===== src/icache_pkg.sv =====
`default_nettype none

package icache_pkg;

	// ==========================================================
	// Address and line geometry
	// ==========================================================

	// Fetch addresses are byte addresses
	localparam int ADDR_W = 32;

	// One cache line holds eight bytes of instruction data
	localparam int LINE_W = 64;
	localparam int OFS_W = 3;

	// Each bank holds 2**IDX_W sets
	localparam int IDX_W = 4;

	// The tag takes every bit above the set index and the parity bit
	localparam int TAG_W = ADDR_W - IDX_W - 1 - OFS_W;

	// The fill way field is sized for the widest supported bank
	localparam int MAX_WAYS = 4;
	localparam int WAY_W = $clog2(MAX_WAYS);

	// ==========================================================
	// Address views
	// ==========================================================

	// The parity bit picks the bank, even lines go to bank 0
	typedef struct packed {
		logic [TAG_W-1:0] tag;
		logic [IDX_W-1:0] idx;
		logic par;
		logic [OFS_W-1:0] ofs;
	} addr_fields_t;

	// Same fetch word seen raw or split into cache fields
	typedef union packed {
		logic [ADDR_W-1:0] raw;
		addr_fields_t f;
	} fetch_addr_u;

	typedef logic [LINE_W-1:0] line_data_t;

	// One-cycle fill strobe payload
	typedef struct packed {
		fetch_addr_u adr;
		logic [WAY_W-1:0] way;
		line_data_t data;
	} fill_t;

	// ==========================================================
	// Bank interface
	// ==========================================================

	// Read, write and invalidate requests to one parity bank
	typedef struct packed {
		logic rd_v;
		logic [TAG_W-1:0] rd_tag;
		logic [IDX_W-1:0] rd_idx;
		logic wr_v;
		logic [IDX_W-1:0] wr_idx;
		logic [WAY_W-1:0] wr_way;
		logic [TAG_W-1:0] wr_tag;
		line_data_t wr_data;
		logic inv_v;
		logic [IDX_W-1:0] inv_idx;
		logic inv_all;
	} bank_req_t;

	typedef struct packed {
		logic hit;
		line_data_t data;
	} bank_rsp_t;

	// A returned line carries its own line-aligned address
	typedef struct packed {
		fetch_addr_u adr;
		line_data_t data;
	} line_t;

	typedef struct packed {
		line_t hi;
		line_t lo;
	} line_pair_t;

endpackage

`default_nettype wire


===== src/line_pair_merge.sv =====
`timescale 1ns/1ns
`default_nettype none

module line_pair_merge (
	input wire pipe_v_i,
	input wire icache_pkg::fetch_addr_u pipe_adr_i,
	input wire icache_pkg::bank_rsp_t even_rsp_i,
	input wire icache_pkg::bank_rsp_t odd_rsp_i,
	output logic rsp_v_o,
	output logic hit_o,
	output icache_pkg::line_pair_t lines_o,
	output icache_pkg::fetch_addr_u miss_adr_o
);

	// Tag and set index together number a pair of lines
	localparam int PAIR_W = icache_pkg::TAG_W + icache_pkg::IDX_W;

	logic [PAIR_W-1:0] even_pair;
	icache_pkg::fetch_addr_u even_adr;
	icache_pkg::fetch_addr_u odd_adr;
	icache_pkg::line_t even_line;
	icache_pkg::line_t odd_line;

	// ==========================================================
	// Line addresses
	// ==========================================================

	// The even line is the fetch pair itself on parity 0
	// and the following pair on parity 1
	always_comb begin
		even_pair = {pipe_adr_i.f.tag, pipe_adr_i.f.idx} + PAIR_W'(pipe_adr_i.f.par);
		even_adr.raw = '0;
		{even_adr.f.tag, even_adr.f.idx} = even_pair;
		// odd line always shares the pair of the fetch
		odd_adr = pipe_adr_i;
		odd_adr.f.par = 1'b1;
		odd_adr.f.ofs = '0;
	end

	always_comb begin
		even_line.adr = even_adr;
		even_line.data = even_rsp_i.data;
		odd_line.adr = odd_adr;
		odd_line.data = odd_rsp_i.data;
	end

	// ==========================================================
	// Ordering and status
	// ==========================================================

	// Lo holds the fetch address and hi the line after it
	always_comb begin
		if (pipe_adr_i.f.par) begin
			lines_o.lo = odd_line;
			lines_o.hi = even_line;
		end else begin
			lines_o.lo = even_line;
			lines_o.hi = odd_line;
		end
	end

	// Both halves must be present for an instruction to cross a line
	always_comb begin
		rsp_v_o = pipe_v_i;
		hit_o = pipe_v_i && even_rsp_i.hit && odd_rsp_i.hit;
	end

	// The even bank is reported first when both banks miss
	// The refill engine then asks again for the odd line
	always_comb begin
		miss_adr_o.raw = '0;
		if (pipe_v_i && !even_rsp_i.hit) begin
			miss_adr_o = even_adr;
		end else if (pipe_v_i && !odd_rsp_i.hit) begin
			miss_adr_o = odd_adr;
		end
	end

endmodule

`default_nettype wire


===== config.mk =====
export PLATFORM = sky130hd
export DESIGN_NAME = line_pair_merge
export DESIGN_NICKNAME = d
export VERILOG_FILES = /design/src/icache_pkg.sv /design/src/line_pair_merge.sv
export SDC_FILE = /design/constraint.sdc
export NUM_CORES = 1
export LEC_CHECK = 0
export BUFFER_PORTS_ARGS = -buffer_cell sky130_fd_sc_hd__buf_4
export CORE_AREA = 3 3 151 153
export DETAILED_ROUTE_END_ITERATION = 16
export DIE_AREA = 0 0 154 156
export GPL_TIMING_DRIVEN = 0
export PLACE_DENSITY = 0.45
export RECOVER_POWER = 100
export SLEW_MARGIN = 20
export SYNTH_ARGS = -nofsm -noshare
export SYNTH_HDL_FRONTEND = slang
export SYNTH_SLANG_ARGS = --single-unit

===== constraint.sdc =====
create_clock -name vclk -period 4.4
set_input_delay 0.44 -clock vclk [all_inputs]
set_output_delay 0.44 -clock vclk [all_outputs]
set_load 0.01 [all_outputs]

# [Word-level counts from Yosys, hierarchy flattened]
# Cells that the tools add are included.
[op_classes] addsub=1 muxes=3 reduce_logical=6
[ops] operator="$mux W192" n=1
[ops] operator="$mux W32" n=2
[ops] operator="$add A28 B1 Y28" n=1
[ops] operator="$logic_and A1 B1 Y1" n=4
[ops] operator="$logic_not A1 Y1" n=2
[word_totals] regBits=0 input_bits=163 out_inout_bits=226 word_cells=10

# [Longest topological paths before layout]
[logic_depth] word_depth=4 ltp_mapped=7 ltp_nobuf=7

# [Worst setup path after synthesis]
# Ideal clock, no wire load.
[synth_path] path_kind="input-to-output" startpoint="in pipe_adr_i[3] (netlist name)" endpoint="out miss_adr_o[22] (netlist name)" arrival_ns=2.032 required_ns=3.960 path_slack_ns=1.928 stages=7 path_buffers=0 path_cell_list="ha_1 > ha_1 > nand3_1 > nor3_2 > nand2_1 > o311ai_0 > o31ai_1"
[synth_lines] element="start: declaration" line_no="line_pair_merge.sv:6" text="input wire icache_pkg::fetch_addr_u pipe_adr_i,"
[synth_lines] element="end: declaration" line_no="line_pair_merge.sv:12" text="output icache_pkg::fetch_addr_u miss_adr_o"

==> results.cfg <==
[yosys]
synth_sequential_area_ratio = 0
postSynthCellCount = 443
netlist.top_cell.by_area = sky130_fd_sc_hd__mux2_2
synthMostInstantiatedCell = sky130_fd_sc_hd__mux2_2
post_synth.cell_area_avg_um2 = 7.58
synthesis.yosys.warnings = 0
synthTopCellsByArea = sky130_fd_sc_hd__mux2_2, sky130_fd_sc_hd__xnor2_1, sky130_fd_sc_hd__xor2_1, sky130_fd_sc_hd__nand2_1, sky130_fd_sc_hd__buf_4
synthesis.area_um2 = 3360
netlist.area_leader.share = 0.436
netlist_top_cells_count = sky130_fd_sc_hd__mux2_2, sky130_fd_sc_hd__nand2_1, sky130_fd_sc_hd__nor2_1
number_of_distinct_library_cells_after_synthesis = 41

[placement]
routabilityCongestion = 0.808
detailedPlace.worstSlack_ps = 1170
place.detailed.hpwl_mm = 19.3
placement.io_buffers = 359

[flow_run]
maxCapViolCount = 0

[sta]
tightest_slew_ps = 1030
unrepaired_setup_endpoints_after_global_routing = no
achievable-frequency_ghz = 0.287
tcrit_tclk_final = 0.791
finalSetupTns_ps = 0
final.min_clock_period_ps = 3480
slew_headroom = 0.305
timing_hold_violations_final = 0
timing.final.setup_violations = 0
drv_slew = 0
final_ws_setup_ps = 918

[floorplan]
floorplan.die.height_um = 156
floorplan.initialDensity = 0.155
boundaryPins = 389
site_rows = 54
area_of_the_core_um2 = 21700
die_area_um2 = 24000
die-width_um = 154

[global_route]
global_route.overflow_total = 0
gr-usage-met2 = 0.306
grt_busiest_layer = met2
grt.met1_usage = 0.194
antenna_violations_before_repair = 5
grt_pass1_vias = 4759
wire_length_of_the_first_global_routing_pass_mm = 31.4
aggregate_global_route_resource_usage = 0.166
grt_start_max_net_pins = 12
grt_util_met3 = 0.0497

[setup_path]
cp-endpoint = miss_adr_o[26]
timing.critical_path.max_delay_family = simple AND/OR/NAND/NOR gates
cp_max_fo = 9
worstSetupEndpointType = primary output
cp_num_buf_inv = 2
crit_cells = 9
crit_type = input pin to primary output
critPathLaunchType = input pin
crit_path_top_delay_cell = sky130_fd_sc_hd__nor3_1
crit_path_start = pipe_adr_i[3]
max_stage_delay_ps = 470
arrival_ps = 3040
timing.critical_path.required_ps = 3960
worstPathCellList = clkbuf_1, ha_1, ha_1, nand3_1, nor3_1, nand2_1, o311ai_0, o31ai_1, clkbuf_1

[clocking]
postCtsResizedCells = 0
cts_hold_buffers_added = 0
post-cts-setup-buffer-count = 0

[route]
dr.first_iter.drc_count = 141
vias_per_cell = 4.35
final_antenna_net_count = 0
via_count = 4761
detail_route.wl_per_cell_um = 20.2
totalWireLength_mm = 22.1
detail_route.drc_violations = 0
detailedRoute.firstPassIterationCount = 4

[cells_and_area]
area_growth_pct = 69.2
drive_above_1_share = 0.396
flops_and_latches = 0
final-seq-area_um2 = 0
layout.clock_buffers = 0
finish.utilization = 0.262
final_nets = 978

[power]
cellLeakagePower_uw = 0.00226
power_per_cell_area_nw_per_um2 = 105
irDropWorstVdd_mv = 0.0367
post-layout-total-power_uw = 598

[status]
status = finished, final reports clean

[min_path]
hold_path_class = input pin to primary output
[kinds of logic after synthesis]
family / synth area share
simple gates: 0.214
mux: 0.436
compound gates: 0.112
buf+inv: 0.0909
xor+xnor: 0.136
fa+ha+maj: 0.0112
other cells: 0.00112
[worst min path at each step]
stage,slack [ps],cells after the start,endpoint,startpoint
after global placement,1180,3,rsp_v_o,pipe_v_i
after global routing,1190,3,lines_o[191],pipe_adr_i[31]
after floorplan,960,1,lines_o[183],pipe_adr_i[23]
final,1180,3,lines_o[95],pipe_adr_i[31]
after detailed placement,1180,3,rsp_v_o,pipe_v_i
after CTS,1180,3,rsp_v_o,pipe_v_i
[cell type report]
cell class	count	area [um2]
plain buffers	57	294
multi-input cells	391	3040
diodes	4	10.0
repair buffers	359	1970
well taps	280	350
inverters	3	11.3
fillers	2573	16000
[routing by layer]
layer / share of wire / vias to the layer above
li1: - / 2320
met1: 0.40 / 2206
met2: 0.50 / 221
met3: 0.088 / 12
met4: 0.012 / 2
met5: 0.00032 / -
[cell usage in the layout, fill, tap and decap left out, drive strengths merged, types with 4 or more instances in the layout]
cell type / count
clkbuf: 225
buf: 191
mux2: 130
nand2: 46
nor2: 29
xor2: 26
xnor2: 26
o21ai: 25
nand3: 20
o31ai: 12
nor3: 11
nand4: 10
a31oi: 9
conb: 9
and3: 7
diode: 4
o311ai: 4
a21oi: 4
[per-stage QoR]
stage,area (um2),instances,hold WS (ps)
floorplan,3390,451,960
global placement,6430,1090,1180
detailed placement,6430,1090,1180
CTS,6430,1090,1180
global route,5680,1094,1190
finish,5680,1094,1180
[where the power goes]
group          total, uW  internal, uW  switching (uW)
combinational        598           277             320
sequential             0             0               0
clock           0.000122      0.000122               0
Note: power is estimated with default switching activity, not from simulation.
