[config.mk]
export PLATFORM = sky130hd
export DESIGN_NAME = fetch_index
export DESIGN_NICKNAME = d
export VERILOG_FILES = /design/src/icache_pkg.sv /design/src/fetch_index.sv
export SDC_FILE = /design/constraint.sdc
export NUM_CORES = 1
export LEC_CHECK = 0
export ABC_CLOCK_PERIOD_IN_PS = 1500
export BUFFER_PORTS_ARGS = -buffer_cell sky130_fd_sc_hd__buf_2
export CAP_MARGIN = 40
export CORE_AREA = 2 2 177 179
export DETAILED_ROUTE_END_ITERATION = 8
export DIE_AREA = 0 0 179 181
export REMOVE_ABC_BUFFERS = 1
export SLEW_MARGIN = 10
export SYNTH_ARGS = -nofsm -noshare
export SYNTH_HDL_FRONTEND = slang
export SYNTH_SLANG_ARGS = --single-unit
export TNS_END_PERCENT = 10
[constraint.sdc]
create_clock -name clk -period 1.5 [get_ports clk]
set_input_delay 0 -clock clk [delete_from_list [all_inputs] [get_ports clk]]
set_output_delay 0 -clock clk [all_outputs]
set_load 0.005 [all_outputs]
[src/icache_pkg.sv]
`default_nettype none

package icache_pkg;

	// ==========================================================
	// Address and line geometry
	// ==========================================================

	// Fetch addresses are byte addresses
	localparam int ADDR_W = 32;

	// One cache line holds eight bytes of instruction data
	localparam int LINE_W = 64;
	localparam int OFS_W = 3;

	// Each bank holds 2**IDX_W sets
	localparam int IDX_W = 4;

	// The tag takes every bit above the set index and the parity bit
	localparam int TAG_W = ADDR_W - IDX_W - 1 - OFS_W;

	// The fill way field is sized for the widest supported bank
	localparam int MAX_WAYS = 4;
	localparam int WAY_W = $clog2(MAX_WAYS);

	// ==========================================================
	// Address views
	// ==========================================================

	// The parity bit picks the bank, even lines go to bank 0
	typedef struct packed {
		logic [TAG_W-1:0] tag;
		logic [IDX_W-1:0] idx;
		logic par;
		logic [OFS_W-1:0] ofs;
	} addr_fields_t;

	// Same fetch word seen raw or split into cache fields
	typedef union packed {
		logic [ADDR_W-1:0] raw;
		addr_fields_t f;
	} fetch_addr_u;

	typedef logic [LINE_W-1:0] line_data_t;

	// One-cycle fill strobe payload
	typedef struct packed {
		fetch_addr_u adr;
		logic [WAY_W-1:0] way;
		line_data_t data;
	} fill_t;

	// ==========================================================
	// Bank interface
	// ==========================================================

	// Read, write and invalidate requests to one parity bank
	typedef struct packed {
		logic rd_v;
		logic [TAG_W-1:0] rd_tag;
		logic [IDX_W-1:0] rd_idx;
		logic wr_v;
		logic [IDX_W-1:0] wr_idx;
		logic [WAY_W-1:0] wr_way;
		logic [TAG_W-1:0] wr_tag;
		line_data_t wr_data;
		logic inv_v;
		logic [IDX_W-1:0] inv_idx;
		logic inv_all;
	} bank_req_t;

	typedef struct packed {
		logic hit;
		line_data_t data;
	} bank_rsp_t;

	// A returned line carries its own line-aligned address
	typedef struct packed {
		fetch_addr_u adr;
		line_data_t data;
	} line_t;

	typedef struct packed {
		line_t hi;
		line_t lo;
	} line_pair_t;

endpackage

`default_nettype wire

[src/fetch_index.sv]
`timescale 1ns/1ns
`default_nettype none

module fetch_index #(
	parameter int WAYS = 2,
	parameter int LINES = 16
) (
	input wire clk,
	input wire rst,
	input wire fetch_v_i,
	input wire icache_pkg::fetch_addr_u fetch_adr_i,
	input wire fill_v_i,
	input wire icache_pkg::fill_t fill_i,
	input wire inv_line_i,
	input wire icache_pkg::fetch_addr_u inv_adr_i,
	input wire inv_all_i,
	output icache_pkg::bank_req_t even_req_o,
	output icache_pkg::bank_req_t odd_req_o,
	output logic pipe_v_o,
	output icache_pkg::fetch_addr_u pipe_adr_o
);

	localparam int IDX_W = icache_pkg::IDX_W;
	localparam int TAG_W = icache_pkg::TAG_W;

	logic wrap;
	logic [IDX_W-1:0] even_idx;
	logic [TAG_W-1:0] even_tag;
	logic fill_ok;
	logic fill_even;
	logic fill_odd;
	logic inv_even;
	logic inv_odd;

	// ==========================================================
	// Even bank read index
	// ==========================================================

	// A fetch in an odd line needs the next even line as its hi half
	// The last set wraps to set zero and carries into the tag
	always_comb begin
		wrap = fetch_adr_i.f.par && (fetch_adr_i.f.idx == IDX_W'(LINES - 1));
		even_idx = wrap ? '0 : fetch_adr_i.f.idx + IDX_W'(fetch_adr_i.f.par);
		even_tag = fetch_adr_i.f.tag + TAG_W'(wrap);
	end

	// Fills with a way number the banks do not have are dropped
	always_comb begin
		fill_ok = fill_v_i && (int'(fill_i.way) < WAYS);
		fill_even = fill_ok && !fill_i.adr.f.par;
		fill_odd = fill_ok && fill_i.adr.f.par;
		// A fill takes priority over a line invalidate aimed at its bank
		inv_even = inv_line_i && !inv_adr_i.f.par && !fill_even;
		inv_odd = inv_line_i && inv_adr_i.f.par && !fill_odd;
	end

	always_comb begin
		even_req_o.rd_v = fetch_v_i;
		even_req_o.rd_tag = even_tag;
		even_req_o.rd_idx = even_idx;
		even_req_o.wr_v = fill_even;
		even_req_o.wr_idx = fill_i.adr.f.idx;
		even_req_o.wr_way = fill_i.way;
		even_req_o.wr_tag = fill_i.adr.f.tag;
		even_req_o.wr_data = fill_i.data;
		even_req_o.inv_v = inv_even;
		even_req_o.inv_idx = inv_adr_i.f.idx;
		even_req_o.inv_all = inv_all_i;
		// The odd bank always reads the set of the fetch itself
		odd_req_o = even_req_o;
		odd_req_o.rd_tag = fetch_adr_i.f.tag;
		odd_req_o.rd_idx = fetch_adr_i.f.idx;
		odd_req_o.wr_v = fill_odd;
		odd_req_o.inv_v = inv_odd;
	end

	// Fetch address follows the bank read by one stage
	always_ff @(posedge clk) begin
		if (rst) begin
			pipe_v_o <= 1'b0;
		end else begin
			pipe_v_o <= fetch_v_i;
		end
	end

	always_ff @(posedge clk) begin
		if (fetch_v_i) begin
			pipe_adr_o <= fetch_adr_i;
		end
	end

endmodule

`default_nettype wire

# == Word-level counts from Yosys, hierarchy flattened ==
# Cells that the tools add are included.
# totals
out_inout_bits,293
in_bits,168
elab_cells,19
regBits,33
# classes
n_mux,1
order_cmp,1
eq_ne,1
reduce_logical,12
addsub,2
# ops
cell,n
$add 24x1->24,1
$logic_and 1x1->1,8
$add 4x1->4,1
$eq 4x4->1 const B,1
$logic_not 1->1,4
$mux 4,1
$lt 2x2->1 const B,1

# == Logic depth before layout (Yosys ltp) ==
# Gate-level depths: netlist of the first run.
# logic_depth
ltp_word,5
depth_mapped,8
mapped_depth_nobuf,8

# == Worst setup path after synthesis of the first run ==
# OpenSTA, ideal clock, no wires.
# synth_timing
path_kind,in2out
start,input fetch_adr_i[3] in the netlist's numbering
end,output even_req_o[123] in the netlist's numbering
stages,8
setup_slack_ns,0.107
path_buffers,0
t_arrival_ns,1.393
required_time_ns,1.500
cell_sequence,nand3_1 > nor2_1 > ha_1 > ha_1 > nand4_2 > nor4_2 > nand3_1 > xnor2_1
# synth_lines
item,line_no,rtl
from (decl),fetch_index.sv:11,"input wire icache_pkg::fetch_addr_u fetch_adr_i,"
to (decl),fetch_index.sv:17,"output icache_pkg::bank_req_t even_req_o,"

==> out/qor.log, run 1 <==
qor: run_status.status complete, but fails checks
qor: run_status.failed_checks setup timing
qor: synthesis.yosys-top-cells-count sky130_fd_sc_hd__buf_4, sky130_fd_sc_hd__edfxtp_1, sky130_fd_sc_hd__xnor2_1
qor: global_routing.first_pass_grt_wire_length 41010 µm
qor: synthesis.postSynth.topFlopCell sky130_fd_sc_hd__edfxtp_1
qor: detailed_routing.totalWireLength 36470 µm
qor: global_routing.grt_util_all_layers 21.93%
qor: synthesis.post_synth_inst_count 344
qor: job.maxCapViolCount 0
qor: sta.timing.final.setup_violations 13
qor: placement.finalWeightedCongestion 0.8609
qor: min_path.hold_path.class in -> out
qor: sta.rsz0062_at_grt yes
qor: synthesis.yosys_warnings 0
qor: sta.period_minus_slack 1684 ps
qor: synthesis.cell_type_with_the_highest_aggregate_area_in_the_netlist sky130_fd_sc_hd__buf_4
qor: final_layout.post-route-util 11.19%
qor: die.top_ports 461
qor: critical_path.cp_max_fo 3
qor: final_layout.postLayoutCellArea 3397 µm²
qor: die.core_area 30350 µm²
qor: placement.detailedPlacementHpwl 33000 µm
qor: critical_path.sort_of_element_at_the_end_of_the_critical_path primary output
qor: synthesis.synth_top_cell_area_share 52.41%
qor: clock_network.numCtsBuffers 5
qor: final_layout.area.sequential 980.9 µm²
qor: sta.post_route_worst_setup_slack -184.1 ps
qor: clock_network.htree_num_levels 2
qor: power_and_ir_drop.power_leakage 1.403 nW
qor: final_layout.fillerInstances 3454
qor: synthesis.synth_seq_cells 33
qor: synthesis.number_of_enable_type_register_cells_in_the_synthesized_netlist 32
qor: detailed_routing.detail-route-antenna-nets 0
qor: die.full_die_area 32400 µm²
qor: die.die_width 179 µm
qor: synthesis.post-synth-top-count-cell sky130_fd_sc_hd__buf_4
qor: sta.worstMarginPinSlew 302.4 ps
qor: final_layout.finalNonFillerCells 696
qor: detailed_routing.drtPass1Iterations 4
qor: placement.placement.io_buffers 136
qor: synthesis.synthDistinctLibCells 25
qor: global_routing.number_of_global_route_vias_before_repair 2135
qor: sta.final_hold_viol_count 0
qor: clock_network.cts_tree done
qor: synthesis.mappedNetlistArea 3323 µm²
qor: detailed_routing.routed-via-count 2325
qor: sta.setup_tns -1375 ps
qor: sta.max_clock_freq 593.8 MHz
qor: sta.fin_hold_ws 0.01052 ps
qor: critical_path.critical_path_class in -> out
qor: synthesis.synth_area_per_cell 9.660 µm²
qor: power_and_ir_drop.p_per_area 836.8 nW/µm²
qor: sta.final-max-slew-violation-count 0
qor: sta.finalCritPeriodShare 112.3%
qor: final_layout.finish.net_count 472
qor: critical_path.worst-endpoint-arrival 1680 ps
qor: die.placement_rows 64
qor: min_path.holdCritStartpoint inv_all_i
qor: detailed_routing.detail_route.vias_per_cell 3.341
qor: global_routing.grt-ovfl-total 0
qor: final_layout.footprint_of_the_multi_input_gates 649.4 µm²
qor: final_layout.fraction_of_layout_cells_with_a_size_suffix_above_1 61.00%
qor: critical_path.worst_ep_required_time 1500 ps
qor: power_and_ir_drop.ir_drop 0.4062 mV
qor: synthesis.synth_seq_area_share 29.52%
qor: detailed_routing.drtIter0Drc 121
qor: min_path.whs_endpoint odd_req_o[0]
qor: placement.placedInstanceArea 2925 µm²
qor: global_routing.grt_antenna_before_repair 0
qor: min_path.timing.hold.worst_path_depth 0
qor: placement.dp_cells 663
qor: clock_network.tritoncts_num_sinks 33
qor: synthesis.post_synth_main_area_contributors sky130_fd_sc_hd__buf_4, sky130_fd_sc_hd__edfxtp_1, sky130_fd_sc_hd__xnor2_1
qor: global_routing.grt_max_degree 36
qor: detailed_routing.wl_per_cell 52.40 µm
qor: final_layout.areaGrowthSynthToFinish 2.221%
qor: clock_network.buffer_levels_on_the_longest_clock_path 2
qor: die.die-height 181 µm
qor: critical_path.timing.critical_path.from_type input pin
qor: clock_network.clock-root-buffer sky130_fd_sc_hd__clkbuf_16
qor: sta.maxSlewHeadroom 79.69%
qor: final_layout.insertedDiodeCount 0
qor: detailed_routing.drc_errors 0
qor: die.initial_utilization 10.95%
qor: synthesis.asyncSetResetFlopFracSynth 0%
## how the worst max path moves through the flow
stage                               from  slack [ps]         endpoint  cells past startpoint
final                     fetch_adr_i[3]        -180  even_req_o[123]                     13
after global placement    fetch_adr_i[3]        -330  even_req_o[123]                     12
after CTS                 fetch_adr_i[7]        -240  even_req_o[123]                     13
after global routing      fetch_adr_i[3]        -330  even_req_o[125]                     12
after floorplan           fetch_adr_i[3]         110  even_req_o[123]                      8
after detailed placement  fetch_adr_i[5]        -400  even_req_o[123]                     12
## metal layers
metal | vias up | track usage (%) | share of wire [%]
met2 | 462 | 37.71 | 49
li1 | 794 | - | -
met5 | - | 13.27 | 1.4
met3 | 55 | 28.32 | 27
met1 | 1002 | 11.85 | 19
met4 | 12 | 6.114 | 2.9
## through the flow
stage,power (mW),setup slack [ps]
3_5_place_dp,1.595,-402.1
3_3_place_gp,1.594,-328.9
2_1_floorplan,1.207,107.0
6_report,2.843,-184.1
5_1_grt,2.992,-329.8
4_1_cts,2.897,-238.0
## cells by family after synthesis
kind of cell | after synthesis | share of synthesized area [%]
xor+xnor | 23 | 6.062
compound gates | 3 | 0.4517
fa+ha+maj | 5 | 1.883
simple gates | 47 | 9.563
flops | 33 | 29.52
buf+inv | 233 | 52.52
## state kept, by name, indices dropped and copies added, names as in the netlist
name,count
pipe_v_o,1
pipe_adr_o,32
## where the power goes
| group | internal, mW | total (mW) | switching, mW |
|---|---|---|---|
| logic | 0.239 | 0.521 | 0.283 |
| clock network | 0.780 | 1.21 | 0.432 |
| registers | 1.09 | 1.11 | 0.0181 |
## cells in the final DEF (no fill, tap or decap), types with 2 or more instances in the layout
cell type,instances
sky130_fd_sc_hd__buf_2,133
sky130_fd_sc_hd__edfxtp_1,32
sky130_fd_sc_hd__buf_4,23
sky130_fd_sc_hd__dlygate4sd3_1,17
sky130_fd_sc_hd__xnor2_1,13
sky130_fd_sc_hd__xor2_1,10
sky130_fd_sc_hd__nand3_1,8
sky130_fd_sc_hd__nand2_1,7
sky130_fd_sc_hd__nor2_1,6
sky130_fd_sc_hd__clkbuf_16,5
sky130_fd_sc_hd__buf_6,5
sky130_fd_sc_hd__and4_1,3
sky130_fd_sc_hd__nand4_1,3
sky130_fd_sc_hd__and3_1,3
sky130_fd_sc_hd__ha_1,3
sky130_fd_sc_hd__nand3_2,2
sky130_fd_sc_hd__nor2_2,2
sky130_fd_sc_hd__nand4_4,2
sky130_fd_sc_hd__nor4_2,2
sky130_fd_sc_hd__nor2b_1,2
sky130_fd_sc_hd__nor3b_1,2
sky130_fd_sc_hd__o21ai_0,2
sky130_fd_sc_hd__ha_4,2
sky130_fd_sc_hd__buf_12,2
## what timing repair did
action / CTS / global route
hold buffers: 17 / 0
buffers inserted: 3 / 5
cloned: 0 / 0
hold endpoints to repair: 17 / 0
endpoints found under the setup margin: 15 / 19
pin swaps: 5 / 11
resized for setup: 7 / 8
## cell type report
class	count	area share, %
sequential	33	28.88
timing repair buffer	180	32.52
inverter	1	0.1105
clock inverter	2	0.9945
clock buffer	6	3.794
tap	396	14.59
multi-input combinational	78	19.12
## critical path, cell delays in order
cell                      delay [ps]
sky130_fd_sc_hd__buf_6            70
sky130_fd_sc_hd__nand3_2          70
sky130_fd_sc_hd__nor2_2          120
sky130_fd_sc_hd__buf_6           140
sky130_fd_sc_hd__ha_4            140
sky130_fd_sc_hd__ha_4            150
sky130_fd_sc_hd__nand4_4         110
sky130_fd_sc_hd__buf_4           170
sky130_fd_sc_hd__nor4_2          150
sky130_fd_sc_hd__buf_4           170
sky130_fd_sc_hd__nand3_1          90
sky130_fd_sc_hd__xnor2_1         160
sky130_fd_sc_hd__buf_2           130
Power figures use the tool's default switching activity.
==> run 2, diff against run 1 <==
- REMOVE_ABC_BUFFERS: 1 -> default
==> run 2 against run 1 <==
  * The flow now finishes without violations
  * Combinational power shrank 10%
  * Design area shrank 1.2%
  * Critical path depth down 2
  * Sequential share of layout area up 0.36 points
  * Cell count down 1.3%
  * Core utilization shrank 0.14 points
  * Worst setup slack better by 220 ps
  * Sequential power is essentially flat
  * Clock-buffer cell count is 1 lower
  * Clock power fell by 17%
  * Critical path type unchanged
  * Critical endpoint unchanged
==> out/qor.log, run 2 (synthesis gave the netlist of run 1 again) <==
qor: synthesis.mappedNetlistNets 517
qor: placement.finalWeightedCongestion 0.7501 [was 0.8609]
qor: final_layout.footprint_of_the_multi_input_gates 686.9 µm² [was 649.4 µm²]
qor: sta.final-max-slew-violation-count 0 [unchanged]
qor: detailed_routing.totalWireLength 12830 µm [was 36470 µm]
qor: critical_path.worst_ep_required_time 1500 ps [about the same]
qor: final_layout.area.sequential 980.9 µm² [unchanged]
qor: placement.dp_cells 660 [was 663]
qor: power_and_ir_drop.seqPwrFrac 43.0% [was 39.0%]
qor: final_layout.areaGrowthSynthToFinish 0.9790% [was 2.221%]
qor: detailed_routing.drtIter0Drc 22 [was 121]
qor: power_and_ir_drop.intPower 1.933 mW [was 2.109 mW]
qor: final_layout.fillerInstances 3490 [was 3454]
qor: clock_network.cts_tree done [unchanged]
qor: critical_path.critPathMostFrequentCell sky130_fd_sc_hd__ha_4
qor: critical_path.cp_max_fo 3 [unchanged]
qor: final_layout.reg_top3 pipe_adr_o x32, pipe_v_o x1 [unchanged]
qor: detailed_routing.routed-via-count 1900 [was 2325]
qor: sta.max_clock_freq 684.7 MHz [was 593.8 MHz]
qor: die.die_width 179 µm [unchanged]
qor: detailed_routing.detail_route.vias_per_cell 2.766 [was 3.341]
qor: final_layout.post-route-util 11.06% [was 11.19%]
qor: global_routing.grt_max_degree 36 [unchanged]
qor: final_layout.top_register pipe_adr_o [unchanged]
qor: detailed_routing.drtPass1Iterations 4 [unchanged]
qor: die.full_die_area 32400 µm² [unchanged]
qor: min_path.timing.hold.worst_path_depth 0 [unchanged]
qor: detailed_routing.wl_per_cell 18.67 µm [was 52.40 µm]
qor: detailed_routing.drc_errors 0 [unchanged]
qor: min_path.hold_path.class in -> out [unchanged]
qor: min_path.whs_endpoint even_req_o[12] [was odd_req_o[0]]
qor: placement.placement.io_buffers 136 [unchanged]
qor: clock_network.clock-root-buffer sky130_fd_sc_hd__clkbuf_16 [unchanged]
qor: critical_path.timing.critical_path.from_type input pin [unchanged]
qor: power_and_ir_drop.p_per_area 768.4 nW/µm² [was 836.8 nW/µm²]
qor: sta.worstMarginPinSlew 471.7 ps [was 302.4 ps]
qor: sta.maxSlewHeadroom 68.56% [was 79.69%]
qor: power_and_ir_drop.power_leakage 1.382 nW [was 1.403 nW]
qor: final_layout.insertedDiodeCount 0 [unchanged]
qor: global_routing.grt_util_all_layers 7.219% [was 21.93%]
qor: global_routing.grt_antenna_before_repair 0 [unchanged]
qor: clock_network.numCtsBuffers 5 [unchanged]
qor: final_layout.finish.net_count 463 [was 472]
qor: power_and_ir_drop.ir_drop 0.3462 mV [was 0.4062 mV]
qor: die.core_area 30350 µm² [unchanged]
qor: die.placement_rows 64 [unchanged]
qor: run_status.status completed [was complete, but fails checks]
qor: die.top_ports 461 [unchanged]
qor: final_layout.layout.cells.most_common sky130_fd_sc_hd__buf_2 [unchanged]
qor: sta.period_minus_slack 1460 ps [was 1684 ps]
qor: die.initial_utilization 10.95% [unchanged]
qor: job.maxCapViolCount 0 [unchanged]
qor: critical_path.cp_slowest_stage_delay 170 ps [about the same]
qor: detailed_routing.detail-route-antenna-nets 0 [unchanged]
qor: power_and_ir_drop.comb_power_share 18.1% [was 18.3%]
qor: power_and_ir_drop.p_switching 645.7 µW [was 733.1 µW]
qor: sta.final_hold_viol_count 0 [unchanged]
qor: power_and_ir_drop.switching_share_of_power 25.04% [was 25.79%]
qor: final_layout.fraction_of_layout_cells_with_a_size_suffix_above_1 60.48% [was 61.00%]
qor: critical_path.path_cells buf_8 > nand3_4 > nor2_4 > ha_4 > ha_4 > nand4_4 > buf_6 > nor4_4 > nand3_1 > xnor2_1 > buf_2 [was buf_6 > nand3_2 > nor2_2 > buf_6 > ha_4 > ha_4 > nand4_4 > buf_4 > nor4_2 > buf_4 > nand3_1 > xnor2_1 > buf_2]
qor: critical_path.sort_of_element_at_the_end_of_the_critical_path primary output [unchanged]
qor: die.die-height 181 µm [unchanged]
qor: final_layout.mostFrequentLayoutCells sky130_fd_sc_hd__buf_2, sky130_fd_sc_hd__edfxtp_1, sky130_fd_sc_hd__buf_4, sky130_fd_sc_hd__dlygate4sd3_1, sky130_fd_sc_hd__xnor2_1 [unchanged]
qor: placement.detailedPlacementHpwl 11100 µm [was 33000 µm]
qor: critical_path.worst-endpoint-arrival 1460 ps [was 1680 ps]
qor: sta.finalCritPeriodShare 97.37% [was 112.3%]
qor: global_routing.grt-ovfl-total 0 [unchanged]
qor: min_path.holdCritStartpoint fill_i[6] [was inv_all_i]
qor: critical_path.timing.critical_path.slowest_stage_cell sky130_fd_sc_hd__xnor2_1 [was sky130_fd_sc_hd__buf_4]
qor: global_routing.first_pass_grt_wire_length 15580 µm [was 41010 µm]
qor: final_layout.largest_register_ffs 32 [unchanged]
qor: clock_network.tritoncts_num_sinks 33 [unchanged]
qor: critical_path.cell_family_with_the_largest_share_of_critical_path_delay simple AND/OR/NAND/NOR gates [was buffers and inverters]
qor: final_layout.finalNonFillerCells 687 [was 696]
qor: critical_path.buffering_stage_count_on_the_worst_path_with_inverters_included 3 [was 5]
qor: critical_path.critical_path_class in -> out [unchanged]
qor: sta.timing.final.setup_violations 0 [was 13]
qor: clock_network.buffer_levels_on_the_longest_clock_path 2 [unchanged]
qor: clock_network.htree_num_levels 2 [unchanged]
qor: sta.rsz0062_at_grt yes [unchanged]
qor: power_and_ir_drop.power_frac_clock 38.9% [was 42.7%]
qor: global_routing.number_of_global_route_vias_before_repair 1825 [was 2135]
==> run 2: changes by cell type in the layout (fill, tap and decap cells not counted), moves of 2 or more <==
cell	delta
sky130_fd_sc_hd__buf_4	-7
sky130_fd_sc_hd__buf_2	-3
sky130_fd_sc_hd__buf_8	+3
sky130_fd_sc_hd__buf_12	-2
sky130_fd_sc_hd__clkinv_2	+2
sky130_fd_sc_hd__dlygate4sd3_1	-2
sky130_fd_sc_hd__nand3_2	-2
sky130_fd_sc_hd__nand3_4	+2
sky130_fd_sc_hd__nor2_2	-2
sky130_fd_sc_hd__nor4_2	-2
==> run 2: per-layer routing <==
layer | up-vias | track usage, % | share of wire, %
li1 | 780 | - | -
met1 | 753 | 3.105 | 18
met2 | 312 | 12.85 | 48
met3 | 53 | 9.091 | 29
met4 | 2 | 4.000 | 4.6
met5 | - | 2.006 | 0.65
==> run 2: stage by stage <==
step                power, mW  setup slack (ps)  cell area (µm²)  hold WS (ps)  setup TNS (ps)
floorplan               1.706             107.0             3323         55.42               0
global placement        1.534            -295.6             2878       0.05215           -3083
detailed placement      1.539            -328.9             2878       0.05215           -3246
CTS                     2.623            -111.6             3276       0.05215          -832.0
global route            2.741            -71.70             3356       0.01338          -129.8
finish                  2.579             39.51             3356      0.003123               0
==> run 2: worst max-delay path by stage <==
stage | from | end | slack [ps] | cells past startpoint
after floorplan | fetch_adr_i[3] | even_req_o[123] | 110 | 8
after global placement | fetch_adr_i[3] | even_req_o[123] | -300 | 10
after detailed placement | fetch_adr_i[6] | even_req_o[123] | -330 | 10
after CTS | fetch_adr_i[4] | even_req_o[125] | -110 | 10
after global routing | fetch_adr_i[3] | even_req_o[123] | -70 | 11
final | fetch_adr_i[3] | even_req_o[123] | 40 | 11
==> run 2: final cells by class <==
class | instances | area share [%]
Clock buffer | 5 | 3.729
Clock inverter | 3 | 0.5220
Inverter | 1 | 0.1119
Multi-Input combinational cell | 78 | 20.47
Sequential cell | 33 | 29.23
Tap cell | 396 | 14.77
Timing Repair Buffer | 171 | 31.17
==> run 2: repair_timing <==
action                                  in CTS  in global routing
gates resized for setup                     15                 14
hold buffers                                16                  0
endpoints found under the setup margin      18                 14
pin swaps                                    8                 14
buffers inserted                             1                  2
endpoints found under the hold margin       16                  0
==> run 2: power groups by stage <==
stage	Combinational, mW	Sequential (mW)	Clock, mW
after global routing	0.521	1.11	1.10
after floorplan	0.567	1.14	0
final	0.468	1.11	1.00
after global placement	0.407	1.13	0
after CTS	0.460	1.11	1.05
after detailed placement	0.410	1.13	0
